===== src/hdl/clock_enables.sv =====
// Clock enables, divides clk_49m into pixel and CPU-rate strobes and the main 6809 E/Q pulses
`timescale 1ns/1ps
`default_nettype none

module clock_enables (
	input  wire  clk_49m,
	input  wire  n_sQlat_clr,
	output logic cen_6m,
	output logic cen_3m,
	output logic main_e,
	output logic main_q
);

	// Free-running divider, one full turn is 16 master clocks
	logic [3:0] div;

	// Quarter of the 6809 cycle, advanced on every 6 MHz enable
	logic [1:0] phase;

	// The enables are registered so that they stay low in reset
	// They go high in the cycle where the divider reads zero
	always_ff @(posedge clk_49m or negedge n_sQlat_clr) begin
		if (!n_sQlat_clr) begin
			div    <= 4'd0;
			phase  <= 2'd0;
			cen_6m <= 1'b0;
			cen_3m <= 1'b0;
			main_e <= 1'b0;
			main_q <= 1'b0;
		end else begin
			div    <= div + 4'd1;
			cen_6m <= (div[2:0] == 3'd7);
			cen_3m <= (div == 4'd15);
			// E and Q trail the 6 MHz enable by one clock, half a CPU cycle apart
			main_e <= cen_6m && (phase == 2'b01);
			main_q <= cen_6m && (phase == 2'b11);
			if (cen_6m) begin
				phase <= phase + 2'd1;
			end
		end
	end

	// The CPU core would misbehave if both phase edges landed together
	a_eq_exclusive: assert property (@(posedge clk_49m) disable iff (!n_sQlat_clr)
		!(main_e && main_q));

	// The 3 MHz enable must always coincide with a 6 MHz one
	a_cen_nested: assert property (@(posedge clk_49m) disable iff (!n_sQlat_clr)
		cen_3m |-> cen_6m);

endmodule

`default_nettype wire


===== config.mk =====
export PLATFORM = sky130hd
export DESIGN_NAME = clock_enables
export DESIGN_NICKNAME = d
export VERILOG_FILES = /design/src/hdl/clock_enables.sv
export SDC_FILE = /design/constraint.sdc
export NUM_CORES = 1
export LEC_CHECK = 0
export BUFFER_PORTS_ARGS = -buffer_cell sky130_fd_sc_hd__buf_2
export CORE_AREA = 2 2 39 41
export DETAILED_ROUTE_END_ITERATION = 8
export DIE_AREA = 0 0 41 43
export GPL_ROUTABILITY_DRIVEN = 0
export GPL_TIMING_DRIVEN = 0
export PLACE_DENSITY = 0.4
export SYNTH_ARGS = -nofsm -noshare
export SYNTH_HDL_FRONTEND = slang
export SYNTH_SLANG_ARGS = --single-unit

===== constraint.sdc =====
create_clock -name clk_49m -period 1.2 [get_ports clk_49m]
set_clock_uncertainty 0.1 [all_clocks]
set_input_delay 0.18 -clock clk_49m [delete_from_list [all_inputs] [get_ports clk_49m]]
set_output_delay 0.18 -clock clk_49m [all_outputs]
set_load 0.005 [all_outputs]

==> After elaboration in Yosys (flattened, before gate mapping) <==
Index checks and enable logic that the tools add are counted.
{ "totals": {"regBits": 10, "wordCells": 14} }
{ "classes": {"n_addsub": 2, "eq_ne": 4, "reduce_logical": 2} }
{ "op_table": {"columns": ["cell", "n"], "rows": [
  ["adder 4 x 1 -> 4 bit, second input constant", 1],
  ["equality test 4 bit, second input constant", 1],
  ["equality test 3 bit, second input constant", 1],
  ["adder 2 x 1 -> 2 bit, second input constant", 1],
  ["equality test 2 x 1 -> 1 bit, second input constant", 1],
  ["equality test 2 bit, second input constant", 1],
  ["logical AND 1 bit", 2]
]} }

==> Longest topological paths before layout <==
{ "logic_depth": {"depth_word": 2, "depth_mapped": 3, "depth_no_buf": 3} }

==> Worst setup path before layout <==
Ideal clock, no wire load.
{ "synth_timing": {"path_kind": "register to register", "from": "register div[0]", "to": "register div[2]", "setup_time_ns": 0.126, "arrival_time_ns": 0.827, "required_ns": 0.974, "slack_ns": 0.148, "stages_incl_launch_ff": 3, "path_buffers": 0, "period_less_slack_ns": 1.052, "cell_sequence": "dfrtp_1 > ha_1 > ha_1"} }
{ "synth_between": {"elab_chain_cells": 1} }
{ "synth_rtl": {"columns": ["element", "line_no", "text"], "rows": [
  ["from (decl)", "15", "logic [3:0] div;"],
  ["from (signal assigned)", "31", "div <= div + 4'd1;"],
  ["adder 4 x 1 -> 4 bit", "31", null]
]} }
Every way passes these cells.
A chain may end at the register's enable or synchronous reset.

==> Final worst setup path <==
{ "layout_timing": {"from": "register cen_6m", "to": "output port cen_6m"} }
{ "layout_rtl": {"columns": ["element", "line_no", "text"], "rows": [
  ["from (decl)", "8", "output logic cen_6m,"],
  ["from (signal assigned)", "32", "cen_6m <= (div[2:0] == 3'd7);"]
]} }
No word-level cell between the ends.

==> results.py <==
metrics = {
    "worst_setup_path": {
        "cp_top_family": "flip-flops",
        "worstPathArrival_ns": 0.85,
        "cp_slowest_cell": "dfrtp_1",
        "start_kind": "flip-flop",
        "startpoint": "cen_6m$_DFF_PN0_",
        "required_ns": 0.92,
        "path_cells": "buf_2",
        "path_max_fanout": 5,
        "cpPeakStageDelay_ns": 0.43,
        "path_class": "reg2out",
        "r2r_start": "div[0]$_DFF_PN0_",
        "path_buf_inv": 1,
        "endpoint_kind": "output port",
    },
    "cells_and_area": {
        "final_layout_size_suffix_gt1_frac": 0.333,
        "fill_cells": 145,
        "seq_area_sq_um": 250,
        "nNetsFinal": 40,
        "diodes": 0,
        "multi_input_area_sq_um": 104,
        "area_delta_synth_final_pct": 25.3,
    },
    "sta": {
        "slew_headroom": 0.855,
        "setup-tns-final_ns": 0,
        "setup_viol_count_final": 0,
        "report.final.slew_viol_count": 0,
        "worstMarginPinSlew_ns": 0.218,
        "hold_viol": 0,
        "fmax_ghz": 0.887,
        "fin_crit_ns": 1.13,
        "min_period_over_period": 0.939,
        "rsz0062_at_grt": "no",
        "hold_ws_ns": 0.203,
        "layout_setup_ws_ns": 0.0730,
    },
    "power_and_ir_drop": {
        "clkPwrFrac": 0.465,
        "seq_power_share": 0.520,
        "p_leak_nw": 0.257,
        "p_switching_uw": 124,
        "ir_drop_uv": 377,
        "power_density_nw_per_um2": 1430,
        "p_sw_frac": 0.191,
        "combPwrFrac": 0.015,
        "intPower_uw": 524,
    },
    "synth": {
        "synth_cell_type_count": 9,
        "synthTopCellsByArea": "dfrtp_1, ha_1, and2_2",
        "synth.largest_area_cell": "dfrtp_1",
        "yosysSeqAreaShare": 0.692,
        "synth_cells": 23,
        "ys_ff_latch": 10,
        "yosys_warnings": 0,
        "synth.top_cell.area_share": 0.692,
        "synth_area_per_cell_sq_um": 15.7,
        "syn_area_sq_um": 362,
        "syn_nets": 29,
    },
    "clock_network": {
        "cts_tree": "built",
        "clk_pin_slew_worst_paths_ns": 0.07,
        "clock_path_buffers": 2,
        "hold_buffers": 1,
        "cts_buffers": 3,
        "cts_resized": 0,
        "cts-root-buf": "clkbuf_4",
        "clk-insertion-delay-late_ns": 0.26,
        "h-tree-depth": 1,
        "cts_setup_buffers": 0,
        "clock-sinks": 10,
    },
    "floorplanning": {
        "io_pins": 6,
        "die_h_microns": 43,
        "core-area_sq_um": 1380,
        "die_area_sq_um": 1760,
        "rows": 14,
        "die_w_microns": 41,
        "initial_utilization": 0.261,
    },
    "placed_design": {
        "port-buffer-count": 5,
        "post-place-ws_ns": 0.106,
        "dp_hpwl_microns": 368,
    },
    "routing": {
        "drt-total-wl_microns": 487,
        "vias_per_cell": 4.00,
        "drt-wirelength-per-cell_microns": 9.94,
        "drt-initial-drc-count": 0,
        "drc": 0,
        "vias": 196,
        "first_pass_iters": 1,
        "final_antenna_net_count": 0,
    },
    "global_routing": {
        "grt_pass1_wl_microns": 883,
        "grt-ovfl-total": 0,
        "grtUsageTotal": 0.0833,
        "grt_pass1_vias": 217,
        "antenna_found_initial": 0,
        "grt_max_degree": 11,
    },
    "run_status": {
        "status": "finished clean",
    },
    "job": {
        "cap_violations": 0,
    },
    "min_path": {
        "hold_path.class": "in2async",
    },
}
-- per-layer routing --
layer,global-route usage,wire (microns),vias up
li1,-,-,94
met1,0.0870,216,96
met2,0.109,232,6
met3,0.0471,38,0
met4,0.0800,0,0
met5,0,0,-
-- cell type report --
type                    instances  area share
repair buffers                  6      0.0773
well taps                      16      0.0442
flip-flops and latches         10       0.552
inverters                       2      0.0166
multi-input cells              11       0.229
clock buffers                   4      0.0801
-- cells by family (layout without fill, tap and decap cells) --
kind of cell / count (synthesis) / count (layout) / synth area share
mux: 1 / 1 / 0.0277
xor+xnor: 2 / 2 / 0.0485
flops: 10 / 10 / 0.692
simple gates: 4 / 4 / 0.0726
buf+inv: 2 / 12 / 0.0208
fa+ha+maj: 4 / 4 / 0.138
-- stage by stage --
stage	util	area, sq um	power [mW]	std cells
2_1_floorplan	-	362	0.343	23
3_3_place_gp	0.294	407	0.351	44
3_5_place_dp	0.294	407	0.351	44
4_1_cts	0.327	453	0.664	49
5_1_grt	0.327	453	0.683	49
6_report	0.327	453	0.648	49
-- cells in the mapped netlist (all sizes together) --
library cell  number
inv                2
and2               2
xor2               1
and3               1
xnor2              1
dfrtp             10
mux2i              1
ha                 4
nand3              1
-- registers in the layout, summed over array words and instances (netlist names) --
signal and cells:
cen_3m 1, cen_6m 1, div 4, main_e 1
main_q 1, phase 2
-- path summary, 6_finish.rpt --
check	endpoint	slack, ns	cells after the start
max	cen_6m	0.07	1
min	main_q$_DFF_PN0_	0.20	2
max reg2reg	div[2]$_DFF_PN0_	0.10	2
min reg2reg	div[0]$_DFF_PN0_	0.35	1
max in group asynchronous	div[3]$_DFF_PN0_	0.61	2
min in group clk_49m	div[0]$_DFF_PN0_	0.35	1
-- layout by cell type (no fill, tap or decap), drive strengths merged --
master	instances
and2	2
dfrtp	10
dlygate4sd3	1
buf	5
nand3	1
ha	4
xnor2	1
mux2i	1
clkbuf	4
xor2	1
inv	2
and3	1
-- power by group through the flow --
stage | logic, mW | registers (mW) | clock network, mW
2_1_floorplan | 0.0000000830 | 0.343 | 0
3_3_place_gp | 0.00755 | 0.343 | 0
3_5_place_dp | 0.00811 | 0.343 | 0
4_1_cts | 0.0107 | 0.337 | 0.316
5_1_grt | 0.0118 | 0.337 | 0.335
6_report | 0.00973 | 0.337 | 0.302
(Power assumes the default switching activity.)
