`src/hdl/jackal_pkg.sv`:
```
// Jackal main-CPU glue package holding the bus widths, address map, struct types and select codes
`default_nettype none

package jackal_pkg;

	// ============================================================
	// Widths that carry a meaning on the board
	// ============================================================

	// Main 6809 address and data bus
	typedef logic [15:0] cpu_addr_t;
	typedef logic [7:0]  cpu_data_t;

	// Shared RAM word address, 8 KB deep
	typedef logic [12:0] ram_addr_t;

	// Program ROM byte address covering both EPROMs
	typedef logic [16:0] prog_rom_addr_t;

	// Tilemap colour code where bit 4 flags the layer
	typedef logic [4:0]  color_code_t;

	// Index into the palette RAM
	typedef logic [10:0] pal_index_t;

	// ============================================================
	// Address map and fixed values
	// ============================================================

	// The I/O window is 0x0010 to 0x001F
	localparam cpu_addr_t IO_BASE = 16'h0010;
	localparam cpu_addr_t IO_MASK = 16'hFFF0;

	// Shared work RAM sits above the I/O registers up to 0x1FFF
	localparam cpu_addr_t RAM_LO = 16'h0060;
	localparam cpu_addr_t RAM_HI = 16'h1FFF;

	// Pull-ups leave an undriven bus reading all ones
	localparam cpu_data_t OPEN_BUS = 8'hFF;

	// Bootleg board type that has no blank line to the palette
	localparam logic [1:0] BOOTLEG_NO_BLANK = 2'b01;

	// ============================================================
	// Grouped signals
	// ============================================================

	// Main CPU bus as seen by the glue logic, rw high means read
	typedef struct packed {
		cpu_addr_t addr;
		cpu_data_t wdata;
		logic      rw;
	} cpu_bus_t;

	// Player controls, all active low as on the cabinet harness
	typedef struct packed {
		logic [1:0] coins;
		logic       service;
		logic [1:0] start;
		logic [3:0] p1_joystick;
		logic [3:0] p2_joystick;
		logic [1:0] p1_buttons;
		logic [1:0] p2_buttons;
		logic [7:0] p1_rotary;
		logic [7:0] p2_rotary;
	} player_controls_t;

	// High-score save port that can take over the shared RAM
	typedef struct packed {
		ram_addr_t addr;
		cpu_data_t wdata;
		logic      write;
		logic      access;
	} hiscore_port_t;

	// Bank-switch latch contents
	typedef struct packed {
		logic rom_bank;
		logic zram_bank;
		logic vram_bank;
	} bank_state_t;

	// Which source or sink the main CPU is talking to this cycle
	typedef enum logic [2:0] {
		SEL_NONE,
		SEL_CONTROLS,
		SEL_ROTARY,
		SEL_DIP2,
		SEL_BANK,
		SEL_RAM,
		SEL_ROM
	} bus_sel_e;

endpackage

`default_nettype wire

```
`src/hdl/color_merge.sv`:
```
// Colour merge, combines the two tilemap colour codes into a palette index and blank flag
`timescale 1ns/1ps
`default_nettype none

module color_merge (
	input  wire                     clk_49m,
	input  wire                     n_sQlat_clr,
	input  jackal_pkg::color_code_t main_color,
	input  jackal_pkg::color_code_t sec_color,
	input  wire        [1:0]        is_bootleg,
	output jackal_pkg::pal_index_t  pal_index,
	output logic                    blank
);

	logic       color_sel;
	logic [3:0] low_nibble;
	logic [7:0] color_byte;
	logic       blank_next;

	// Both layer flags set picks the upper palette half
	assign color_sel = main_color[4] & sec_color[4];

	// With only the main flag set the secondary chip shows through
	assign low_nibble = main_color[4] ? sec_color[3:0] : main_color[3:0];

	assign color_byte = color_sel ? {main_color[3:0], sec_color[3:0]} :
		{3'b000, main_color[4], low_nibble};

	// Blank goes low when both chips output colour zero
	// Bootleg boards never blank
	assign blank_next = (is_bootleg == jackal_pkg::BOOTLEG_NO_BLANK) ? 1'b1 :
		((|main_color[3:0]) | (|sec_color[3:0]));

	always_ff @(posedge clk_49m or negedge n_sQlat_clr) begin
		if (!n_sQlat_clr) begin
			pal_index <= '0;
			blank     <= 1'b0;
		end else begin
			pal_index <= {2'b00, color_sel, color_byte[7], color_byte[6:0]};
			blank     <= blank_next;
		end
	end

endmodule

`default_nettype wire

```
`config.mk`:
```
export PLATFORM = sky130hd
export DESIGN_NAME = color_merge
export DESIGN_NICKNAME = d
export VERILOG_FILES = /design/src/hdl/jackal_pkg.sv /design/src/hdl/color_merge.sv
export SDC_FILE = /design/constraint.sdc
export NUM_CORES = 1
export LEC_CHECK = 0
export ABC_AREA = 1
export BUFFER_PORTS_ARGS = -buffer_cell sky130_fd_sc_hd__buf_2
export CAP_MARGIN = 20
export CORE_MARGIN = 8
export CORE_UTILIZATION = 25
export CTS_BUF_LIST = sky130_fd_sc_hd__clkbuf_2 sky130_fd_sc_hd__clkbuf_4 sky130_fd_sc_hd__clkbuf_8
export CTS_CLUSTER_DIAMETER = 120
export CTS_CLUSTER_SIZE = 14
export DETAILED_ROUTE_END_ITERATION = 8
export PLACE_DENSITY = 0.61
export SKIP_CTS_REPAIR_TIMING = 1
export SLEW_MARGIN = 30
export SYNTH_ARGS = -nofsm -noshare
export SYNTH_HDL_FRONTEND = slang
export SYNTH_SLANG_ARGS = --single-unit
```
`constraint.sdc`:
```
create_clock -name clk_49m -period 0.8 [get_ports clk_49m]
set_input_delay 0.04 -clock clk_49m [delete_from_list [all_inputs] [get_ports clk_49m]]
set_output_delay 0.04 -clock clk_49m [all_outputs]
set_load 0.05 [all_outputs]
```
# Yosys cells after proc, flatten, opt, wreduce, memory -nomap -nowiden
# Cells that the tools add are included.
# word_totals
mem_count,0
input_bits,14
latchBits,0
ff_bits,10
out_inout_bits,12
mem_bits_rw,0
word_cells,10
rom_bits,0
# op_classes
n_lt_le_gt_ge,0
div,0
mux,3
n_shift,0
n_mul,0
n_eq_ne,1
n_addsub,0
reduce_logical,2
bitwise_logic,2
# ops
op,n
two-way mux 8 bit,1
OR reduction 4 bit,2
two-way mux 4 bit,1
"== test 2 x 1 -> 1 bit, second input constant",1
AND 1 bit,1
two-way mux 1 bit,1
OR 1 bit,1

# Longest topological paths before layout
# Gate-level depths: netlist of run 1.
# logic_depth
ltp_word,3
mapped_depth,4
ltp_nobuf,4

# Worst setup path before layout of run 1
# No wires, ideal clock.
# synth_timing
kind,register to output
start,reg blank
end,out blank
required_ns,0.760
path_slack_ns,0.174
stages_incl_launch_ff,1
arrival_ns,0.586
path_cell_list,dfrtp_1
# synth_lines
item,line,text
"start, declared",color_merge.sv:12,output logic blank
"start signal, assigned",color_merge.sv:40,blank <= blank_next;
# No word-level cell between the ends.

# Worst setup path after layout of run 1
# layout_timing
start,reg blank
end,out blank
# No word-level cell between the ends.

==> impl_metrics.toml, run 1 <==
[routing]
drt-vias-per-instance = 3.881
wirelength_um = 897
drt_first_iter_violations = 4
wire_per_inst_um = 10.68
drt-pass1-iter-count = 2
post-route-drc-count = 0
via_count = 326
ant_nets = 0

[critical_path]
timing.critical_path.slowest_stage_cell = "dfrtp_1"
worst_ep_arrival_time_ns = 0.78
worstPathRequired_ns = 0.76
cp_top_family = "flip-flops"
worstPathCellList = "buf_6"
critPathMaxStageDelay_ns = 0.38
worstSetupEndpointType = "primary output"
total_buffers_and_inverters_traversed_by_the_critical_path = 1
worst-path-max-fanout = 1
worst-setup-path-type = "flop to primary output"
cp_launch_type = "flop"

[status]
run_status = "finished with violations"
failed_checks = "setup timing"

[synthesis]
syn-cell-area_um2 = 407.9
syn_inst = 42
synth_cell_type_count = 11
yosysWarnings = 0
synth_top_cell_area_share = 0.6135
synth_area_leaders = "dfrtp_1 61%, nor2_1 8.3%, inv_1 5.5%"
postSynthAreaPerCell_um2 = 9.712
synth_top_area_cell = "dfrtp_1"
yosysSeqAreaShare = 0.6135
synth.ff_latch_count = 10

[floorplanning]
core_area_um2 = 1524
start_util = 0.2677
placement_rows = 14
die_height_um = 56.39
num_io_pins = 26
chipWidth_um = 56.39
die_area_um2 = 3180

[cts]
cts_num_sinks = 10
clock_tree_from_tritoncts = "yes"
h-tree-depth = 1
cts.reportedPaths.clkPinSlew_ns = 0.05
cts-buffers-inserted = 3
cts_root_buf = "clkbuf_4"
max-clock-path-buffers = 2

[layout]
final_cell_area_um2 = 625.6
fin_nets = 84
antenna_cells_inserted = 0
syn_to_final_growth_pct = 53.37
layout-drive-gt1-share = 0.4118
finish.utilization = 0.4105

[place]
detailedPlacementHpwl_um = 776.5
gp_congestion = 0.6825
placement.cell_area_um2 = 520.5
worst_setup_slack_before_clock_tree_synthesis_ns = 0.1928
buffer_ports.inserted = 23

[sta]
period_share = 1.022
grt_setup_unrepaired = "yes"
final_hold_violations = 0
timing.final.crit_period_ns = 0.8178
setup_viol = 10
timing.fmax_mhz = 1223
report.final.slew_viol_count = 0
post-route-worst-setup-slack_ns = -0.01782

[global_routing]
grtUsageTotal = 0.06193
antenna_found_initial = 0
globalRoute.totalOverflow = 0
vias_in_the_first_global_route = 356
grt_max_degree = 11
grt_first_pass_wirelength_mm = 1.497

[min_path]
timing.hold.worst.class = "input port to flop"

[pwr]
vdd_ir_drop_max_mv = 0.3429
power.static_leakage_nw = 0.3441
power_per_cell_area_nw_per_um2 = 1817

[flow_run]
max_cap_viol_count = 0
-- path summary, 6_finish.rpt --
check | from | end | cells after the start
setup / recovery | blank | blank | 1
hold / removal | sec_color[2] | pal_index[2] | 3
max in group asynchronous | n_sQlat_clr | pal_index[7] | 2
min in group asynchronous | n_sQlat_clr | pal_index[5] | 2
-- registers in the layout, indices dropped and copies added (netlist names) --
name,flops
pal_index,9
blank,1
-- final cells by class --
class	count	area, µm²
fillers	154	898.4
multi-input cells	24	112.6
inverters	6	22.52
flip-flops and latches	10	250.2
well taps	16	20.02
repair buffers	25	197.7
clock buffers	3	22.52
-- worst min-delay path: stages --
cell and delay [ns]:
buf_2 0.09, nand2_1 0.04, o21ai_1 0.06
-- cells in the final DEF, fill, tap and decap left out, drive strengths merged --
cell         netlist  layout
nand2              7       7
clkbuf             0       3
and2               1       1
inv                6       6
nor2               9       9
a21boi             1       1
dfrtp             10      10
o21ai              4       4
dlygate4sd3        0       2
conb               1       2
buf                3      23
-- through the flow --
stage,hold WS (ns),setup TNS [ns],std cells,power [W]
after floorplan,-0.2556,0,43,0.0007222
after global placement,-0.09773,0,79,0.0007901
after detailed placement,-0.09290,0,79,0.0007928
after CTS,-0.3724,-0.7754,82,0.001119
after global routing,0.02245,-0.3916,84,0.001213
final,0.01985,-0.07725,84,0.001137
-- cell usage after synthesis --
cell,number
buf_6,1
a21boi_2,1
buf_4,2
nor2_1,9
inv_1,6
nand2_4,1
and2_0,1
nand2_1,6
o21ai_1,4
conb_1,1
dfrtp_1,10
-- routing by layer --
| layer | GRT usage | routed length (µm) | vias to the layer above |
|---|---|---|---|
| met5 | 0 | 0 | - |
| met4 | 0.06186 | 5 | 0 |
| met3 | 0.04494 | 121 | 2 |
| met2 | 0.07765 | 383 | 18 |
| met1 | 0.06339 | 386 | 135 |
| li1 | - | - | 171 |
-- power breakdown --
part,switching [W],internal [W],total [W]
Sequential,0.0000112,0.000533,0.000544
Clock,0.000137,0.000172,0.000309
Combinational,0.000184,0.0000994,0.000284
Total,0.000333,0.000804,0.00114
-- cells by family (layout without fill, tap and decap cells) --
logic type | after synthesis | in the layout | synth area share
buffers and inverters | 9 | 34 | 0.1196
AO/OA/AOI/OAI | 5 | 5 | 0.07669
other | 1 | 2 | 0.009194
AND/OR/NAND/NOR | 17 | 17 | 0.1810
flip-flops | 10 | 10 | 0.6135
No activity file was read; power rests on OpenSTA's default activity.
==> run 2, diff against run 1 <==
- clock period: 0.8 -> 1 ns (I/O delays scaled with it)
==> run 2 against run 1 <==
  * The run now ends clean
  * Global-route usage stayed put
  * Core utilization decreased by 4.1 points
  * Clock-buffer cell count stayed put
  * Sequential cell count is the same
  * Clock power down 19%
  * Combinational power shrank 30%
  * Wire length up 0.67%
  * Worst hold slack better by 0.0050 ns
  * Cell count unchanged
  * Die area stayed put
  * Via count decreased by 1.2%
  * Largest power group unchanged
  * Highest routed layer unchanged
==> impl_metrics.toml, run 2 (same netlist as run 1, synthesis figures left out) <==
[critical_path]
cp_launch_type = "flop"
worstSetupEndpointType = "primary output"
total_buffers_and_inverters_traversed_by_the_critical_path = 1
worst-path-max-fanout = 1
worst-setup-path-type = "flop to primary output"
cp_top_family = "flip-flops"
timing.critical_path.slowest_stage_cell = "dfrtp_1"
worstPathCellList = "buf_2"
worstPathRequired_ns = 0.95
worst_ep_arrival_time_ns = 0.83
critPathMaxStageDelay_ns = 0.32

[routing]
via_count = 322
drt-vias-per-instance = 3.833
drt-pass1-iter-count = 2
drt_first_iter_violations = 4
wirelength_um = 903
ant_nets = 0
post-route-drc-count = 0
wire_per_inst_um = 10.75

[pwr]
power_per_cell_area_nw_per_um2 = 1564
power.static_leakage_nw = 0.3269
vdd_ir_drop_max_mv = 0.3321

[floorplanning]
num_io_pins = 26
placement_rows = 14
core_area_um2 = 1524
start_util = 0.2677
die_height_um = 56.39
die_area_um2 = 3180
chipWidth_um = 56.39

[place]
worst_setup_slack_before_clock_tree_synthesis_ns = 0.3828
gp_congestion = 0.6825
detailedPlacementHpwl_um = 776.5
buffer_ports.inserted = 23

[layout]
top_library_cells_by_usage_in_the_layout_fill_and_taps_aside = "23 x buf_2, 10 x dfrtp_1, 9 x nor2_1"
antenna_cells_inserted = 0
syn_to_final_growth_pct = 38.04
final.fill_count = 163
reg.largest.list = "pal_index (9), blank (1)"
layout.cells.most_common = "buf_2"
register_name_with_the_most_flops = "pal_index"
fin_nets = 84
layout-drive-gt1-share = 0.4118
largest_register_ffs = 9

[cts]
cts_root_buf = "clkbuf_4"
cts-buffers-inserted = 3
max-clock-path-buffers = 2
cts.reportedPaths.clkPinSlew_ns = 0.06
h-tree-depth = 1
clock_tree_from_tritoncts = "yes"
cts_num_sinks = 10

[status]
run_status = "finished clean"

[flow_run]
max_cap_viol_count = 0

[global_routing]
vias_in_the_first_global_route = 356
grtUsageTotal = 0.06193
grt_first_pass_wirelength_mm = 1.497
antenna_found_initial = 0
grt_max_degree = 11
globalRoute.totalOverflow = 0

[sta]
report.final.slew_viol_count = 0
final_hold_violations = 0
post-route-worst-setup-slack_ns = 0.1181
grt_setup_unrepaired = "no"
timing.final.crit_period_ns = 0.8819
period_share = 0.8819
timing.fmax_mhz = 1134
fin_tns_setup_ns = 0
setup_viol = 0

[min_path]
timing.hold.worst.class = "input port to flop"
run 2: final cells by class:
cell class,count,area (µm²),area share
Tap cell,16,20.02,0.03556
Timing Repair Buffer,25,135.1,0.2400
Multi-Input combinational cell,24,112.6,0.2000
Inverter,6,22.52,0.04000
Sequential cell,10,250.2,0.4444
Clock buffer,3,22.52,0.04000
run 2: per-layer routing:
metal / GRT usage / share of wire
met5: 0 / 0
met4: 0.06186 / 0.0055
met3: 0.04494 / 0.15
met2: 0.07765 / 0.42
met1: 0.06339 / 0.42
run 2: stage by stage:
stage | instances | utilization | cell area [µm²] | hold slack [ns] | total power, W
5_1_grt | 84 | 0.3695 | 563.0 | 0.02293 | 0.0009459
2_1_floorplan | 43 | - | 411.6 | -0.2456 | 0.0005777
4_1_cts | 82 | 0.3563 | 543.0 | -0.3624 | 0.0008955
3_5_place_dp | 79 | 0.3415 | 520.5 | -0.08290 | 0.0006342
6_report | 84 | 0.3695 | 563.0 | 0.02486 | 0.0008803
3_3_place_gp | 79 | 0.3415 | 520.5 | -0.08773 | 0.0006321
run 2: report_power, final:
group | total (W) | internal, W | leakage (nW) | switching (W)
logic | 0.000200 | 0.0000527 | 0.191 | 0.000148
registers | 0.000430 | 0.000426 | 0.122 | 0.00000377
clock network | 0.000250 | 0.000138 | 0.0138 | 0.000113
run 2: path summary, 6_finish.rpt:
check	to	cells past startpoint	slack, ns	from
max	blank	1	0.12	blank
min	pal_index[2]	3	0.02	sec_color[2]
max in group asynchronous	pal_index[7]	2	0.64	n_sQlat_clr
min in group asynchronous	pal_index[5]	2	0.18	n_sQlat_clr
