$ cat src/hdl/jackal_pkg.sv
// Jackal main-CPU glue package holding the bus widths, address map, struct types and select codes
`default_nettype none

package jackal_pkg;

	// ============================================================
	// Widths that carry a meaning on the board
	// ============================================================

	// Main 6809 address and data bus
	typedef logic [15:0] cpu_addr_t;
	typedef logic [7:0]  cpu_data_t;

	// Shared RAM word address, 8 KB deep
	typedef logic [12:0] ram_addr_t;

	// Program ROM byte address covering both EPROMs
	typedef logic [16:0] prog_rom_addr_t;

	// Tilemap colour code where bit 4 flags the layer
	typedef logic [4:0]  color_code_t;

	// Index into the palette RAM
	typedef logic [10:0] pal_index_t;

	// ============================================================
	// Address map and fixed values
	// ============================================================

	// The I/O window is 0x0010 to 0x001F
	localparam cpu_addr_t IO_BASE = 16'h0010;
	localparam cpu_addr_t IO_MASK = 16'hFFF0;

	// Shared work RAM sits above the I/O registers up to 0x1FFF
	localparam cpu_addr_t RAM_LO = 16'h0060;
	localparam cpu_addr_t RAM_HI = 16'h1FFF;

	// Pull-ups leave an undriven bus reading all ones
	localparam cpu_data_t OPEN_BUS = 8'hFF;

	// Bootleg board type that has no blank line to the palette
	localparam logic [1:0] BOOTLEG_NO_BLANK = 2'b01;

	// ============================================================
	// Grouped signals
	// ============================================================

	// Main CPU bus as seen by the glue logic, rw high means read
	typedef struct packed {
		cpu_addr_t addr;
		cpu_data_t wdata;
		logic      rw;
	} cpu_bus_t;

	// Player controls, all active low as on the cabinet harness
	typedef struct packed {
		logic [1:0] coins;
		logic       service;
		logic [1:0] start;
		logic [3:0] p1_joystick;
		logic [3:0] p2_joystick;
		logic [1:0] p1_buttons;
		logic [1:0] p2_buttons;
		logic [7:0] p1_rotary;
		logic [7:0] p2_rotary;
	} player_controls_t;

	// High-score save port that can take over the shared RAM
	typedef struct packed {
		ram_addr_t addr;
		cpu_data_t wdata;
		logic      write;
		logic      access;
	} hiscore_port_t;

	// Bank-switch latch contents
	typedef struct packed {
		logic rom_bank;
		logic zram_bank;
		logic vram_bank;
	} bank_state_t;

	// Which source or sink the main CPU is talking to this cycle
	typedef enum logic [2:0] {
		SEL_NONE,
		SEL_CONTROLS,
		SEL_ROTARY,
		SEL_DIP2,
		SEL_BANK,
		SEL_RAM,
		SEL_ROM
	} bus_sel_e;

endpackage

`default_nettype wire

$ cat src/hdl/player_inputs.sv
// Player inputs, builds the control, DIP and rotary bytes read by the main CPU
`timescale 1ns/1ps
`default_nettype none

module player_inputs (
	input  wire        [1:0]          addr_lo,
	input  jackal_pkg::bus_sel_e      sel,
	input  jackal_pkg::player_controls_t controls,
	input  wire        [19:0]         dipsw,
	output jackal_pkg::cpu_data_t     io_rdata
);

	// The control register shares its four bytes with DIP banks 1 and 3
	// The rotary register only has two bytes, the rest float high
	always_comb begin
		io_rdata = jackal_pkg::OPEN_BUS;
		case (sel)
			jackal_pkg::SEL_CONTROLS: begin
				case (addr_lo)
					2'b00: io_rdata = dipsw[7:0];
					// Bit 6 has no switch fitted and reads high
					2'b01: io_rdata = {dipsw[19], 1'b1, controls.p1_buttons,
						controls.p1_joystick};
					2'b10: io_rdata = {2'b11, controls.p2_buttons, controls.p2_joystick};
					default: io_rdata = {dipsw[18:16], controls.start, controls.service,
						controls.coins};
				endcase
			end
			jackal_pkg::SEL_ROTARY: begin
				case (addr_lo)
					2'b00: io_rdata = controls.p1_rotary;
					2'b01: io_rdata = controls.p2_rotary;
					default: io_rdata = jackal_pkg::OPEN_BUS;
				endcase
			end
			default: io_rdata = jackal_pkg::OPEN_BUS;
		endcase
	end

endmodule

`default_nettype wire

$ cat config.mk
export PLATFORM = sky130hd
export DESIGN_NAME = player_inputs
export DESIGN_NICKNAME = d
export VERILOG_FILES = /design/src/hdl/jackal_pkg.sv /design/src/hdl/player_inputs.sv
export SDC_FILE = /design/constraint.sdc
export NUM_CORES = 1
export LEC_CHECK = 0
export BUFFER_PORTS_ARGS = -buffer_cell sky130_fd_sc_hd__buf_2
export CAP_MARGIN = 30
export CORE_MARGIN = 5
export CORE_UTILIZATION = 29
export DETAILED_ROUTE_END_ITERATION = 7
export PLACE_DENSITY_LB_ADDON = 0.1
export SETUP_SLACK_MARGIN = 0.2
export SLEW_MARGIN = 20
export SYNTH_ARGS = -nofsm -noshare
export SYNTH_HDL_FRONTEND = slang
export SYNTH_SLANG_ARGS = --single-unit
$ cat constraint.sdc
create_clock -name vclk -period 1.48
set_clock_uncertainty 0.2 [all_clocks]
set_input_delay 0.074 -clock vclk [all_inputs]
set_output_delay 0.074 -clock vclk [all_outputs]
set_load 0.03 [all_outputs]
# ---- Yosys cells after proc, flatten, opt, wreduce, memory -nomap -nowiden
# Cells that the tools add are included.
dict set report word_totals {
  mem_bits_rw 0
  wordCells 8
  mem_count 0
  latch_bits 0
  regBits 0
  rom_bits 0
  in_bits 58
  output_inout_bits 8
}
dict set report classes {
  n_addsub 0
  div 0
  mux 3
  shifts 0
  bitwise 0
  magnitude_cmp 0
  n_reduce_logical 1
  n_eq_ne 4
  mul 0
}
# cell n
set ops {}
lappend ops {{8-bit case mux with 2 select lines} 2}
lappend ops {{8-bit case mux with 3 select lines} 1}
lappend ops {{3-bit by 1-bit == test with 1-bit output, second input constant} 1}
lappend ops {{3-bit by 2-bit == test with 1-bit output, second input constant} 1}
lappend ops {{2-bit by 1-bit == test with 1-bit output, second input constant} 1}
lappend ops {{2-bit == test, second input constant} 1}
lappend ops {{2-bit logical NOT} 1}

# ---- Depth between registers and ports, before layout
# Gate-level depths: netlist (run 1).
dict set report depth {
  word_depth 3
  ltp_mapped 7
  mapped_depth_nobuf 5
}

# ---- Worst setup path after synthesis (run 1)
# OpenSTA, ideal clock, no wires.
dict set report synth_path {
  path_type {input port to output port}
  from {in addr_lo[0]}
  to {out io_rdata[6]}
  setup_slack_ns -0.178
  stages 7
  path_buffers 2
  t_required_ns 1.206
  arrival_ns 1.384
  path_cell_list {inv_1 ha_1 buf_2 clkbuf_1 a211oi_1 nor3_1 or3_1}
}
dict set report synth_via {
  elab_chain_len 3
  word_cells_on_any_way 6
  cone_classes {2 x eq/ne; 3 x mux; 1 x reduce/logical}
}
# item line_no
set synth_lines {}
lappend synth_lines {{from (decl)} player_inputs.sv:6} ;# input wire [1:0] addr_lo,
lappend synth_lines {{2-bit == test (tied with other cells)} player_inputs.sv:19} ;# case (addr_lo)
lappend synth_lines {{8-bit case mux with 3 select lines or 8-bit case mux with 2 select lines (tied branches)} {player_inputs.sv:19, player_inputs.sv:30}}
lappend synth_lines {{8-bit case mux with 2 select lines (*)} player_inputs.sv:17} ;# case (sel)
lappend synth_lines {{to (decl)} player_inputs.sv:10} ;# output jackal_pkg::cpu_data_t io_rdata
# Mark *: on every way between the ends. The rest lies on a longest branch, timed or not.

# ---- Worst setup path in the final report (run 1)
dict set report layout_path {
  from {in addr_lo[1]}
  to {out io_rdata[1]}
}
# Same word-level chain as after synthesis.

==> results of run 1 <==
==> cell type report <==
| cell class | instances | area share [%] |
|---|---|---|
| multi-input combinational | 57 | 52.3 |
| timing repair buffer | 71 | 42.6 |
| inverter | 9 | 3.38 |
| tap | 16 | 1.75 |
==> Yosys cell counts, drive strengths merged <==
cell type	number	share of area, %
a21oi	13	14
and2	1	1.9
a31oi	1	1.3
or3	8	11
inv	9	7.2
a211oi	2	3.2
buf	3	4.5
nand2	3	2.4
ha	4	11
clkbuf	4	3.2
a221oi	7	13
nor2b	1	1.3
nor3	1	1.1
or3b	2	3.7
a22oi	13	21
or2	1	1.3
==> worst max-delay path: stages <==
cell and delay [ps]:
buf_12 90, inv_6 40, ha_4 170, buf_4 150, a22oi_1 210, a221oi_2 90, or3_4 340, buf_6 140
==> layer usage <==
metal | vias up | share of wire, % | routed length, µm | GRT usage [%]
met5 | - | 0 | 0 | 0
met4 | 0 | 1.5 | 35 | 2.62
met3 | 6 | 11 | 245 | 5.03
met2 | 43 | 51 | 1160 | 32.8
met1 | 355 | 37 | 841 | 19.3
li1 | 409 | - | - | -
==> kinds of logic after synthesis <==
kind of cell             after synthesis  synth area share (%)
AND/OR/NAND/NOR                       17                  22.3
buffers and inverters                 16                  14.9
AO/OA/AOI/OAI                         36                  52.1
adder cells (fa/ha/maj)                4                  10.6
==> power by group through the flow <==
stage                     logic [mW]  clock network, mW  registers, mW
after floorplan                0.171                  0              0
after global placement         0.276                  0              0
after detailed placement       0.280                  0              0
after CTS                      0.335                  0              0
after global routing           0.381                  0              0
final                          0.354                  0              0
==> layout by cell type, fill, tap and decap left out <==
cell type,n
or3_4,8
nor2b_1,1
a22oi_1,2
buf_6,8
nand2_1,3
buf_8,1
a21oi_2,2
or3b_1,1
buf_4,11
buf_2,48
inv_1,7
a221oi_2,7
a21oi_1,11
or3b_4,1
and2_4,1
ha_2,1
ha_4,3
inv_6,1
buf_12,3
a31oi_1,1
inv_2,1
a22oi_2,11
nor3_1,1
a211oi_2,2
or2_2,1
==> worst max-delay path by stage <==
stage	from	to	slack, ps	cells past startpoint
after floorplan	sel[2]	io_rdata[6]	10	4
after global placement	addr_lo[1]	io_rdata[4]	-210	8
after detailed placement	addr_lo[1]	io_rdata[5]	-230	8
after CTS	addr_lo[1]	io_rdata[5]	-100	8
after global routing	addr_lo[1]	io_rdata[1]	-160	8
final	addr_lo[1]	io_rdata[1]	-110	8
==> timing repair <==
action | in CTS | in global routing
buffers inserted | 1 | 2
endpoints found under the hold margin | 0 | 0
pin swaps | 11 | 9
setup endpoints to repair | 8 | 8
resized for setup | 37 | 7
==> qor.yml, run 1 <==
status:
  status: "finished, violations left"
  violations: "negative setup slack"
layout:
  regArea_um2: 0
  fin_nets: 201
  clkbuf_count: 0
  post-route-util_pct: 75.2
  fin_area_um2: 1150
  finalNonFillerCells: 153
  synthToLayoutAreaGrowth_pct: 144
  multi_input_area_um2: 599
  drive_above_1_share_pct: 80.3
  seq_cell_count: 0
  antenna_cells: 0
  fill_cells: 127
placed_design:
  place.gp.congestion: 0.793
  dp_hpwl_um: 1730
  dpl_cell_area_um2: 940
  io_buffers: 58
  placed_cells: 150
  pre_cts_ws_ps: -234
grt:
  grt_pass1_vias: 902
  grt_overflow_total: 0
  grtUsageTotal_pct: 17.4
  antenna_found_initial: 0
  grt_pass1_wl_um: 3730
  grt_max_degree: 10
route:
  drt_wl_total_um: 2280
  drc_errors: 0
  num_vias: 813
  first_pass_iters: 4
  vias_per_cell: 5.31
  wl_per_cell_um: 14.9
  detail-route-antenna-nets: 0
  drt-initial-drc-count: 13
die:
  rows: 14
  start_util_pct: 30.9
  die_x_um: 50.3
  ios: 66
  fp.coreArea_um2: 1520
  dieArea_um2: 2530
  fp.dieH_um: 50.3
clocking:
  holdBufCountCts: 0
power_and_ir_drop:
  p_total_uw: 354
  combPwrFrac_pct: 100.0
  pwr-share-seq_pct: 0
  power_density_nw_per_um2: 309
  swShare_pct: 46.6
  internal_power_uw: 189
  p_leak_nw: 0.527
  power_frac_clock_pct: 0
  net-switching-power_uw: 165
  ir_worst_vdd_uv: 167
logic_synthesis:
  netlist_area_um2: 470
  syn_inst: 73
  avgSynthCellArea_um2: 6.44
  ys_types: 17
  synth_warnings: 0
  seq_area_frac_synth_pct: 0
  synth_nets: 135
sta:
  max_freq_mhz: 630
  worstMarginPinSlew_ps: 231
  drv_slew: 0
  setup_viol: 8
  hold_viol: 0
  finalCritPeriodShare_pct: 107
  rsz0062_at_grt: "yes"
  period_minus_slack_ps: 1590
  tns_ps: -684
  relSlewSlack_pct: 84.6
  setup_ws_ps: -108
  hold_ws_ps: 452
run:
  cap_viol_max_count: 0
worst_hold_path:
  hold_class: "in -> out"
  whs_endpoint: "io_rdata[3]"
  min_path_cells: 5
  hp-start: "controls[11]"
critical_path:
  crit_arrival_ps: 1310
  critical_path_class: "in -> out"
  worstPathMaxFanout: 6
  required_ps: 1210
  worstSetupStartpointType: "primary input"
  cp-end-kind: "primary output"
(Power assumes the default switching activity.)
==> inputs of run 2 (changes only) <==
Settings changed: SKIP_LAST_GASP set to 1.
==> qor.yml, run 2 (synthesis results as in run 1) <==
status:
  status: "finished, violations left"
  violations: "negative setup slack"
power_and_ir_drop:
  pwr-share-seq_pct: 0  # unchanged
  power_density_nw_per_um2: 308  # -0.32%
  combPwrFrac_pct: 100.0  # about the same
  internal_power_uw: 189  # about the same
  p_leak_nw: 0.524  # -0.48%
  ir_worst_vdd_uv: 172  # +2.6%
  net-switching-power_uw: 166  # +0.84%
  swShare_pct: 46.8  # +0.18 points
  power_frac_clock_pct: 0  # unchanged
placed_design:
  io_buffers: 58  # unchanged
  dp_hpwl_um: 1730  # unchanged
  placed_cells: 150  # unchanged
  dpl_cell_area_um2: 940  # unchanged
  place.gp.congestion: 0.793  # unchanged
sta:
  finalCritPeriodShare_pct: 107  # -0.29 points
  rsz0062_at_grt: "yes"
  worstMarginPinSlew_ps: 217  # -13.4 ps
  drv_slew: 0  # unchanged
  setup_ws_ps: -104  # +4.33 ps
  tns_ps: -649  # +35.5 ps
  hold_ws_ps: 452  # +0.0280 ps
  period_minus_slack_ps: 1580  # -4.33 ps
  setup_viol: 8  # unchanged
  hold_viol: 0  # unchanged
  relSlewSlack_pct: 85.5  # +0.89 points
  max_freq_mhz: 631  # +0.27%
layout:
  antenna_cells: 0  # unchanged
  drive_above_1_share_pct: 80.1  # -0.14 points
  regArea_um2: 0  # unchanged
  synthToLayoutAreaGrowth_pct: 145
  seq_cell_count: 0  # unchanged
  finalNonFillerCells: 152  # -0.65%
  clkbuf_count: 0  # unchanged
  fill_cells: 124  # -2.4%
  fin_area_um2: 1150  # +0.76%
  final_common_cell: "buf_2"
  fin_nets: 200  # -0.50%
  multi_input_area_um2: 609  # +1.7%
  layout_common_cells: "buf_2, a22oi_2, a21oi_1"
route:
  num_vias: 820  # +0.86%
  detail-route-antenna-nets: 0  # unchanged
  first_pass_iters: 4  # unchanged
  drc_errors: 0  # unchanged
  wl_per_cell_um: 14.7  # -1.2%
  vias_per_cell: 5.39  # +1.5%
  drt-initial-drc-count: 10  # -3
  drt_wl_total_um: 2240  # -1.8%
grt:
  antenna_found_initial: 0  # unchanged
  grt_overflow_total: 0  # unchanged
  grtUsageTotal_pct: 17.1  # -0.30 points
  grt_pass1_wl_um: 3680  # -1.3%
  grt_pass1_vias: 897  # -0.55%
  grt_max_degree: 10  # unchanged
die:
  dieArea_um2: 2530  # unchanged
  die_x_um: 50.3  # unchanged
  rows: 14  # unchanged
  start_util_pct: 30.9  # unchanged
  ios: 66  # unchanged
  fp.dieH_um: 50.3  # unchanged
  fp.coreArea_um2: 1520  # unchanged
critical_path:
  critical_path_class: "in -> out"
  worstSetupStartpointType: "primary input"
  crit_start: "addr_lo[0]"
  cp-end-kind: "primary output"
  required_ps: 1210  # about the same
  worstPathMaxFanout: 8  # +2
  crit_arrival_ps: 1310  # about the same
worst_hold_path:
  hold_class: "in -> out"
  hp-start: "controls[11]"
run:
  cap_viol_max_count: 0  # unchanged
run 2: cell types whose count changed in the layout (fill, tap and decap cells not counted), sizes merged:
cell and delta:
buf -1
run 2: what timing repair did:
action / 4_1_cts / 5_1_grt
resized for setup: 36 / 11
endpoints found under the hold margin: 0 / 0
setup endpoints to repair: 8 / 8
hold buffers: 0 / 0
setup buffers: 1 / 1
pin swaps: 11 / 10
run 2: path summary, 6_finish.rpt:
check / endpoint / depth (start not counted) / slack, ps
max: io_rdata[5] / 8 / -100
min: io_rdata[3] / 5 / 450
run 2: power by group through the flow:
stage	sequential (mW)	clock (mW)	combinational (mW)
global placement	0	0	0.276
finish	0	0	0.355
CTS	0	0	0.334
global route	0	0	0.383
detailed placement	0	0	0.280
floorplan	0	0	0.171
run 2: metrics by stage:
step / power [mW] / setup WS [ps] / util [%]
final: 0.355 / -104 / 75.8
after global routing: 0.383 / -149 / 75.8
after CTS: 0.334 / -104 / 71.8
after detailed placement: 0.280 / -234 / 61.7
after global placement: 0.276 / -207 / 61.7
after floorplan: 0.171 / 9.96 / -
run 2: layout make-up:
type,count,area share [%]
multi-input cells,57,52.8
repair buffers,70,41.9
inverters,9,3.58
well taps,16,1.73
run 2: metal layers:
metal  routed length [µm]  GRT usage (%)  vias up
li1                     -              -      408
met1                  824           19.6      369
met2                 1160           31.2       39
met3                  231           4.73        4
met4                   25           3.49        0
met5                    0              0        -
run 2: worst max-delay path, stage by stage:
cell,delay [ps]
buf_8,100
inv_4,40
ha_4,190
buf_12,140
a22oi_2,150
a21oi_2,80
or3_4,390
buf_6,150
