--- src/hdl/jackal_pkg.sv ---
// Jackal main-CPU glue package holding the bus widths, address map, struct types and select codes
`default_nettype none

package jackal_pkg;

	// ============================================================
	// Widths that carry a meaning on the board
	// ============================================================

	// Main 6809 address and data bus
	typedef logic [15:0] cpu_addr_t;
	typedef logic [7:0]  cpu_data_t;

	// Shared RAM word address, 8 KB deep
	typedef logic [12:0] ram_addr_t;

	// Program ROM byte address covering both EPROMs
	typedef logic [16:0] prog_rom_addr_t;

	// Tilemap colour code where bit 4 flags the layer
	typedef logic [4:0]  color_code_t;

	// Index into the palette RAM
	typedef logic [10:0] pal_index_t;

	// ============================================================
	// Address map and fixed values
	// ============================================================

	// The I/O window is 0x0010 to 0x001F
	localparam cpu_addr_t IO_BASE = 16'h0010;
	localparam cpu_addr_t IO_MASK = 16'hFFF0;

	// Shared work RAM sits above the I/O registers up to 0x1FFF
	localparam cpu_addr_t RAM_LO = 16'h0060;
	localparam cpu_addr_t RAM_HI = 16'h1FFF;

	// Pull-ups leave an undriven bus reading all ones
	localparam cpu_data_t OPEN_BUS = 8'hFF;

	// Bootleg board type that has no blank line to the palette
	localparam logic [1:0] BOOTLEG_NO_BLANK = 2'b01;

	// ============================================================
	// Grouped signals
	// ============================================================

	// Main CPU bus as seen by the glue logic, rw high means read
	typedef struct packed {
		cpu_addr_t addr;
		cpu_data_t wdata;
		logic      rw;
	} cpu_bus_t;

	// Player controls, all active low as on the cabinet harness
	typedef struct packed {
		logic [1:0] coins;
		logic       service;
		logic [1:0] start;
		logic [3:0] p1_joystick;
		logic [3:0] p2_joystick;
		logic [1:0] p1_buttons;
		logic [1:0] p2_buttons;
		logic [7:0] p1_rotary;
		logic [7:0] p2_rotary;
	} player_controls_t;

	// High-score save port that can take over the shared RAM
	typedef struct packed {
		ram_addr_t addr;
		cpu_data_t wdata;
		logic      write;
		logic      access;
	} hiscore_port_t;

	// Bank-switch latch contents
	typedef struct packed {
		logic rom_bank;
		logic zram_bank;
		logic vram_bank;
	} bank_state_t;

	// Which source or sink the main CPU is talking to this cycle
	typedef enum logic [2:0] {
		SEL_NONE,
		SEL_CONTROLS,
		SEL_ROTARY,
		SEL_DIP2,
		SEL_BANK,
		SEL_RAM,
		SEL_ROM
	} bus_sel_e;

endpackage

`default_nettype wire

--- src/hdl/rom_banking.sv ---
// ROM banking, holds the bank-switch latch and registers the program ROM address
`timescale 1ns/1ps
`default_nettype none

module rom_banking (
	input  wire                        clk_49m,
	input  wire                        n_sQlat_clr,
	input  wire                        cen_3m,
	input  jackal_pkg::cpu_bus_t       cpu_bus,
	input  jackal_pkg::bus_sel_e       sel,
	output jackal_pkg::bank_state_t    bank_state,
	output jackal_pkg::prog_rom_addr_t prog_rom_addr
);

	jackal_pkg::prog_rom_addr_t rom_addr_next;

	// ============================================================
	// Bank latch
	// ============================================================

	// The latch is clocked at the 3 MHz rate like the board's LS chip
	always_ff @(posedge clk_49m or negedge n_sQlat_clr) begin
		if (!n_sQlat_clr) begin
			bank_state <= '0;
		end else if (cen_3m && (sel == jackal_pkg::SEL_BANK)) begin
			bank_state.rom_bank  <= cpu_bus.wdata[5];
			bank_state.zram_bank <= cpu_bus.wdata[4];
			bank_state.vram_bank <= cpu_bus.wdata[3];
		end
	end

	// ============================================================
	// Program ROM address
	// ============================================================

	// 0xC000 and up maps onto the fixed second EPROM at the top
	// Below that the first EPROM is banked in 32 KB halves
	// A14 is inverted so 0x4000 starts the lower half of a bank
	assign rom_addr_next = {
		cpu_bus.addr[15:14] == 2'b11,
		(cpu_bus.addr[15:14] != 2'b11) & bank_state.rom_bank,
		~cpu_bus.addr[14],
		cpu_bus.addr[13:0]
	};

	// The address holds between ROM reads so the external memory stays quiet
	always_ff @(posedge clk_49m) begin
		if (sel == jackal_pkg::SEL_ROM) begin
			prog_rom_addr <= rom_addr_next;
		end
	end

endmodule

`default_nettype wire

--- config.mk ---
export PLATFORM = sky130hd
export DESIGN_NAME = rom_banking
export DESIGN_NICKNAME = d
export VERILOG_FILES = /design/src/hdl/jackal_pkg.sv /design/src/hdl/rom_banking.sv
export SDC_FILE = /design/constraint.sdc
export NUM_CORES = 1
export LEC_CHECK = 0
export BUFFER_PORTS_ARGS = -buffer_cell sky130_fd_sc_hd__buf_2
export CAP_MARGIN = 25
export CORE_UTILIZATION = 40
export DETAILED_ROUTE_END_ITERATION = 6
export HOLD_SLACK_MARGIN = 0.15
export PLACE_DENSITY = 0.8
export SYNTH_ARGS = -nofsm -noshare
export SYNTH_HDL_FRONTEND = slang
export SYNTH_SLANG_ARGS = --single-unit
--- constraint.sdc ---
create_clock -name clk_49m -period 1.45 [get_ports clk_49m]
set_input_delay 0 -clock clk_49m [delete_from_list [all_inputs] [get_ports clk_49m]]
set_output_delay 0 -clock clk_49m [all_outputs]
set_load 0.01 [all_outputs]
### After elaboration in Yosys (flattened, before gate mapping)

Index checks and enable logic that the tools add are counted.

| storage, ports and cells | value |
|---|---|
| flip-flop bits (word level) | 20 |
| bits in latches | 0 |
| memory bits (writable) | 0 |
| ROM bits | 0 |
| input bits | 31 |
| output and inout bits | 20 |
| logic and storage cells | 11 |
| memories kept | 0 |

| operators by class | value |
|---|---|
| add/subtract/negate cells | 0 |
| multiply operators | 0 |
| div/mod/pow operators | 0 |
| order comparisons | 0 |
| equal/unequal tests | 4 |
| shift operators | 0 |
| mux-type cells | 0 |
| bitwise gates (word level) | 2 |
| reductions and logical operators | 1 |

Operators with widths:

| kind | number |
|---|---|
| 3-bit == test (second input constant) | 2 |
| 2-bit == test (second input constant) | 1 |
| 2-bit inequality test (second input constant) | 1 |
| 1-bit AND | 1 |
| 1-bit logical AND | 1 |
| 1-bit NOT | 1 |

### Logic depth before layout (Yosys ltp)

Gate-level depths: netlist (run 1).

| depth | value |
|---|---|
| depth in word-level cells | 2 |
| depth in mapped cells | 2 |
| mapped depth without buffers | 2 |

### Worst setup path after synthesis (run 1)

Ideal clock, no wire load.

| timing | value |
|---|---|
| kind | reg2reg |
| from | register bank_state[2] (netlist name) |
| to | register bank_state[2] in the netlist's numbering |
| setup time | 0.125 ns |
| arrival time | 0.662 ns |
| required time | 1.325 ns |
| path slack | 0.663 ns |
| cell stages (with the launch flop) | 2 |
| path buffers | 0 |
| period minus slack after synthesis | 0.787 ns |
| cells stage by stage | dfrtp_1 mux2_4 |

RTL lines:

| what | RTL line | RTL |
|---|---|---|
| to (decl) | rom_banking.sv:11 | `output jackal_pkg::bank_state_t bank_state,` |

### Worst setup path in the final report (run 1)

| timing | value |
|---|---|
| from | register bank_state[0] in the netlist's numbering |
| to | output port bank_state[0] in the netlist's numbering |

No word-level cell between the ends.

==> flow_metrics.py, run 1 <==
metrics = {
    "outcome": {
        "outcome": "finished clean",
    },
    "pwr": {
        "power_density_nw_per_um2": 976.1,
        "power_mw": 1.122,
        "p_leak_nw": 0.5094,
        "peakVddDrop_uv": 613.7,
    },
    "critical_path": {
        "critical_path_required_ns": 1.45,
        "critPathMaxFanout": 2,
        "cpMaxStageDelayCell": "dfrtp_1",
        "crit_path_end_kind": "output pin",
        "critPathKind": "reg -> out",
        "r2r_cells": 1,
        "cp_num_buf_inv": 1,
        "cp_num_cells": 1,
        "worstPathArrival_ns": 0.84,
        "crit_chain": "buf_2",
        "critPathMaxStageDelay_ns": 0.41,
        "cp_top_family": "flip-flops",
        "critPathLaunchType": "register",
    },
    "clock_network": {
        "cts_buffers": 3,
        "numClockSinks": 20,
        "ctsHoldBuffers": 21,
        "cts_max_path_buffers": 2,
        "ctsRootBufferMaster": "clkbuf_4",
        "cts_tree": "built",
        "htreeDepth": 1,
        "clkLatencyLatePin_ns": 0.28,
        "post_cts_buffers": 0,
        "ctsResizeCount": 0,
        "clk_pin_slew_ns": 0.10,
    },
    "grt": {
        "antenna_found_initial": 0,
        "grt_max_degree": 18,
        "grt_pass1_wl_mm": 2.180,
        "grt_pass1_vias": 521,
        "grt_use_total_pct": 16.80,
        "grt-ovfl-total": 0,
    },
    "sta": {
        "period_share_pct": 57.88,
        "worst_slew_pin_slew_ns": 0.3727,
        "setup_ws_ns": 0.6108,
        "fmax_mhz": 1192,
        "fin_skew_ns": 0.00009556,
        "finalMaxSlewViolations": 0,
        "setup_violations": 0,
        "rsz0062_at_grt": "no",
        "layout_min_cycle_time_ns": 0.8392,
        "relSlewSlack_pct": 75.15,
        "final_hold_viol_count": 0,
        "tns_ns": 0,
    },
    "layout": {
        "num-fill-cells": 122,
        "syn_to_final_growth_pct": 70.82,
        "finalInstanceArea_um2": 1150,
        "diodes": 0,
        "nets": 129,
        "register_area_um2": 585.6,
        "multi_input_area_um2": 83.83,
        "drive_gt1_share_pct": 53.61,
        "fin_cells": 113,
    },
    "synthesis": {
        "synth_top_area_share_pct": 75.84,
        "syn_area_um2": 673.1,
        "synthArstFlopShare_pct": 15.00,
        "synth_area_leaders": "edfxtp_1 (76%), dfrtp_1 (11%), mux2_4 (6.7%), and4bb_4 (2.4%), and3b_2 (1.5%)",
        "syn_inst": 28,
        "ys_types": 8,
        "synth_ff_type": "edfxtp_1",
        "synth-seq-cells": 20,
        "synth_top_area_cell": "edfxtp_1",
        "synth_common_cells": "edfxtp_1 (17), dfrtp_1 (3), mux2_4 (3)",
        "postSynthAreaPerCell_um2": 24.04,
        "post-synth-top-count-cell": "edfxtp_1",
        "yosysSeqAreaShare_pct": 86.99,
        "synth_edf_count": 17,
        "synth_nets": 59,
        "yosysWarningCount": 0,
    },
    "placement": {
        "placed_cells": 88,
        "place.gp.congestion": 0.6447,
        "dp_slack_ns": 0.5095,
        "io_buffer_count": 44,
        "placed_area_um2": 913.4,
    },
    "route": {
        "drc": 0,
        "viasPerCell": 4.469,
        "vias": 505,
        "antenna_left": 0,
        "first_pass_iters": 4,
        "wl_mm": 1.435,
        "drtIter0Drc": 6,
        "route.detailed.wl_per_inst_um": 12.70,
    },
    "min_path": {
        "hold_depth": 3,
        "min_path_type": "in -> reg",
    },
    "floorplanning": {
        "initial_core_util_pct": 43.67,
        "die-area_um2": 1851,
        "die_w_um": 43.02,
        "core_area_um2": 1541,
        "die-height_um": 43.02,
        "fp-row-count": 14,
        "ios": 51,
    },
    "job": {
        "drv_cap": 0,
    },
}
cells by family after synthesis:
family | share of synthesized area (%)
DFF | 86.99
and+or+nand+nor | 5.764
buffers and inverters | 0.5571
muxes | 6.691
sequential cells by signal (all words and copies together) (netlist names):
name and count:
prog_rom_addr 17, bank_state 3
where the power goes:
| group | total [mW] | internal (mW) | switching (mW) |
|---|---|---|---|
| Clock | 0.253 | 0.107 | 0.146 |
| Sequential | 0.686 | 0.669 | 0.0171 |
| Combinational | 0.183 | 0.116 | 0.0678 |
| Total | 1.12 | 0.892 | 0.231 |
through the flow:
step / hold WS [ns] / utilization (%)
2_1_floorplan: -0.2956 / -
3_3_place_gp: -0.2045 / 59.25
3_5_place_dp: -0.1996 / 59.25
4_1_cts: 0.2038 / 74.59
5_1_grt: 0.2023 / 74.59
6_report: 0.2104 / 74.59
worst paths after layout:
kind,start,endpoint,slack (ns)
min,sel[1],bank_state[1]$_DFFE_PN0P_,0.21
max reg2reg,bank_state[0]$_DFFE_PN0P_,bank_state[0]$_DFFE_PN0P_,0.66
max,bank_state[0]$_DFFE_PN0P_,bank_state[0],0.61
min reg2reg,bank_state[1]$_DFFE_PN0P_,bank_state[1]$_DFFE_PN0P_,0.52
min in group asynchronous,n_sQlat_clr,bank_state[1]$_DFFE_PN0P_,0.58
max in group asynchronous,n_sQlat_clr,bank_state[0]$_DFFE_PN0P_,0.73
layout by cell type, fill, tap and decap left out, drive strengths merged:
master	Yosys	final
buf	0	44
dlygate4sd3	0	21
edfxtp	17	17
clkbuf	0	4
and4bb	1	1
nor2b	1	1
dfrtp	3	3
mux2	3	3
inv	1	1
and2	1	1
and3b	1	1
layout make-up:
| class | instances | share of cell area, % |
|---|---|---|
| flip-flops and latches | 20 | 50.93 |
| repair buffers | 65 | 37.43 |
| multi-input cells | 7 | 7.291 |
| clock buffers | 4 | 2.285 |
| well taps | 16 | 1.741 |
| inverters | 1 | 0.3264 |
routing by layer:
| layer | GRT usage (%) | up-vias | share of wire (%) |
|---|---|---|---|
| li1 | - | 248 | - |
| met1 | 17.29 | 229 | 35 |
| met2 | 33.64 | 28 | 58 |
| met3 | 3.830 | 0 | 6.8 |
| met4 | 3.636 | 0 | 0 |
| met5 | 0 | - | 0 |
(Power assumes the default switching activity.)
==> run 2, diff against run 1 <==
CORE_UTILIZATION = 37   (was 40)
PLACE_DENSITY = 0.75   (was 0.8)
clock period = 0.8 ns   (was 1.45 ns; I/O delays follow)
==> run 2 against run 1 <==
  * The run now ends with setup timing left
  * Critical endpoint is now prog_rom_addr[8]
  * Sequential cell count stayed put
  * Final cell count is 8.8% higher
  * Setup slack worse by 0.65 ns
  * Hold slack better by 0.0039 ns
  * Register-to-register slack worse by 0.64 ns
  * First-iteration DRC count is 100% higher
  * Sequential share of layout area is 1.7 points lower
  * Critical path depth stayed put
  * Utilization is 5.0 points lower
  * Via count is 2.0% higher
  * Final area is 3.4% higher
==> flow_metrics.py, run 2 (synthesis results as in run 1) <==
metrics = {
    "critical_path": {
        "critPathMaxFanout": 1,
        "critPathKind": "reg -> out",
        "cpMaxStageDelayCell": "edfxtp_1",
        "r2r-start": "bank_state[2]$_DFFE_PN0P_",
        "worstSetupStartpoint": "prog_rom_addr[8]$_DFFE_PN_",
        "crit_chain": "buf_2",
        "r2r_cells": 1,
        "worstPathArrival_ns": 0.84,
        "cp_top_family": "flip-flops",
        "reg2reg_slack_ns": 0.02,
        "critPathLaunchType": "register",
        "critPathMaxStageDelay_ns": 0.40,
        "crit_path_end_kind": "output pin",
        "r2r_end": "bank_state[2]$_DFFE_PN0P_",
        "critical_path_required_ns": 0.80,
        "cp_num_buf_inv": 1,
    },
    "job": {
        "drv_cap": 0,
    },
    "route": {
        "vias": 515,
        "antenna_left": 0,
        "route.detailed.wl_per_inst_um": 11.23,
        "viasPerCell": 4.187,
        "first_pass_iters": 4,
        "drc": 0,
        "drtIter0Drc": 12,
        "wl_mm": 1.381,
    },
    "floorplanning": {
        "die_w_um": 44.66,
        "fp-row-count": 15,
        "initial_core_util_pct": 39.41,
        "die-height_um": 44.66,
        "ios": 51,
        "die-area_um2": 1994,
        "core_area_um2": 1708,
    },
    "clock_network": {
        "htreeDepth": 1,
        "clkLatencyLatePin_ns": 0.28,
        "cts_tree": "built",
        "clk_pin_slew_ns": 0.10,
        "post_cts_buffers": 0,
        "numClockSinks": 20,
        "cts_max_path_buffers": 2,
        "ctsRootBufferMaster": "clkbuf_4",
        "cts_buffers": 3,
    },
    "layout": {
        "finalInstanceArea_um2": 1189,
        "layout_common_cells": "buf_2 (44), dlygate4sd3_1 (21), edfxtp_1 (17)",
        "fin_cells": 123,
        "utilization_pct": 69.60,
        "largest_register_ffs": 17,
        "nets": 130,
        "diodes": 0,
        "drive_gt1_share_pct": 55.10,
        "final_common_cell": "buf_2",
        "regMostFlops": "prog_rom_addr",
        "reg.largest.list": "prog_rom_addr: 17 flops, bank_state: 3 flops",
        "syn_to_final_growth_pct": 76.58,
    },
    "grt": {
        "grt_pass1_wl_mm": 2.028,
        "grt-ovfl-total": 0,
        "grt_max_degree": 18,
        "antenna_found_initial": 0,
        "grt_pass1_vias": 492,
        "grt_use_total_pct": 15.25,
    },
    "outcome": {
        "failed_checks": "setup timing",
        "outcome": "complete, but fails checks",
    },
    "sta": {
        "layout_min_cycle_time_ns": 0.8386,
        "relSlewSlack_pct": 89.88,
        "final_hold_viol_count": 0,
        "tns_ns": -0.1808,
        "rsz0062_at_grt": "yes",
        "finalMaxSlewViolations": 0,
        "setup_ws_ns": -0.03857,
        "fin_skew_ns": 0.001835,
        "fmax_mhz": 1193,
        "period_share_pct": 104.8,
        "setup_violations": 10,
        "worst_slew_pin_slew_ns": 0.1513,
    },
    "pwr": {
        "power_mw": 2.042,
        "p_leak_nw": 0.5229,
        "power_density_nw_per_um2": 1718,
        "peakVddDrop_uv": 992.9,
    },
    "min_path": {
        "hold_depth": 3,
        "min_to": "bank_state[2]$_DFFE_PN0P_",
        "min_path_type": "in -> reg",
        "hp-start": "sel[1]",
    },
    "placement": {
        "placed_cells": 98,
        "place.gp.congestion": 0.6512,
        "placed_area_um2": 944.7,
        "io_buffer_count": 44,
    },
}
[run 2: cell count changes in the layout (fill, tap and decap cells not counted), sizes merged]
cell / change
buf: +1
clkbuf: -1
clkinv: +1
[run 2: power breakdown]
part	total, mW	leakage (nW)	switching (mW)	internal [mW]
Sequential	1.24	0.191	0.0287	1.21
Clock	0.451	0.0154	0.270	0.181
Combinational	0.350	0.316	0.123	0.227
Total	2.04	0.523	0.422	1.62
[run 2: what timing repair did]
| item | 4_1_cts | 5_1_grt |
|---|---|---|
| hold endpoints to repair | 23 | 0 |
| resized for setup | 0 | 2 |
| setup endpoints to repair | 16 | 21 |
| hold buffers | 21 | 0 |
[run 2: layer usage]
metal	track usage (%)	wire length [um]	up-vias
met4	7.273	13	0
li1	-	-	246
met1	14.63	515	230
met3	4.898	163	2
met2	28.82	688	37
met5	0	0	-
[run 2: final cells by class]
class | instances | area [um2]
multi-input combinational | 7 | 91.34
sequential | 20 | 585.6
clock buffer | 3 | 22.52
inverter | 1 | 3.754
clock inverter | 1 | 3.754
fill | 116 | 519.2
tap | 25 | 31.28
timing repair buffer | 66 | 450.4
[run 2: worst max-delay path by stage]
stage / endpoint / slack (ns) / cells past startpoint
3_5_place_dp: bank_state[0]$_DFFE_PN0P_ / -0.09 / 3
4_1_cts: bank_state[2] / -0.05 / 1
2_1_floorplan: bank_state[2]$_DFFE_PN0P_ / 0.01 / 1
6_report: prog_rom_addr[8] / -0.04 / 1
5_1_grt: prog_rom_addr[8] / -0.10 / 1
3_3_place_gp: bank_state[2]$_DFFE_PN0P_ / -0.07 / 3
[run 2: per-stage QoR]
stage	setup slack (ns)	hold slack, ns
2_1_floorplan	0.01275	-0.2956
3_3_place_gp	-0.07445	-0.2041
3_5_place_dp	-0.08929	-0.1998
4_1_cts	-0.04579	0.2057
5_1_grt	-0.1009	0.1972
6_report	-0.03857	0.2143
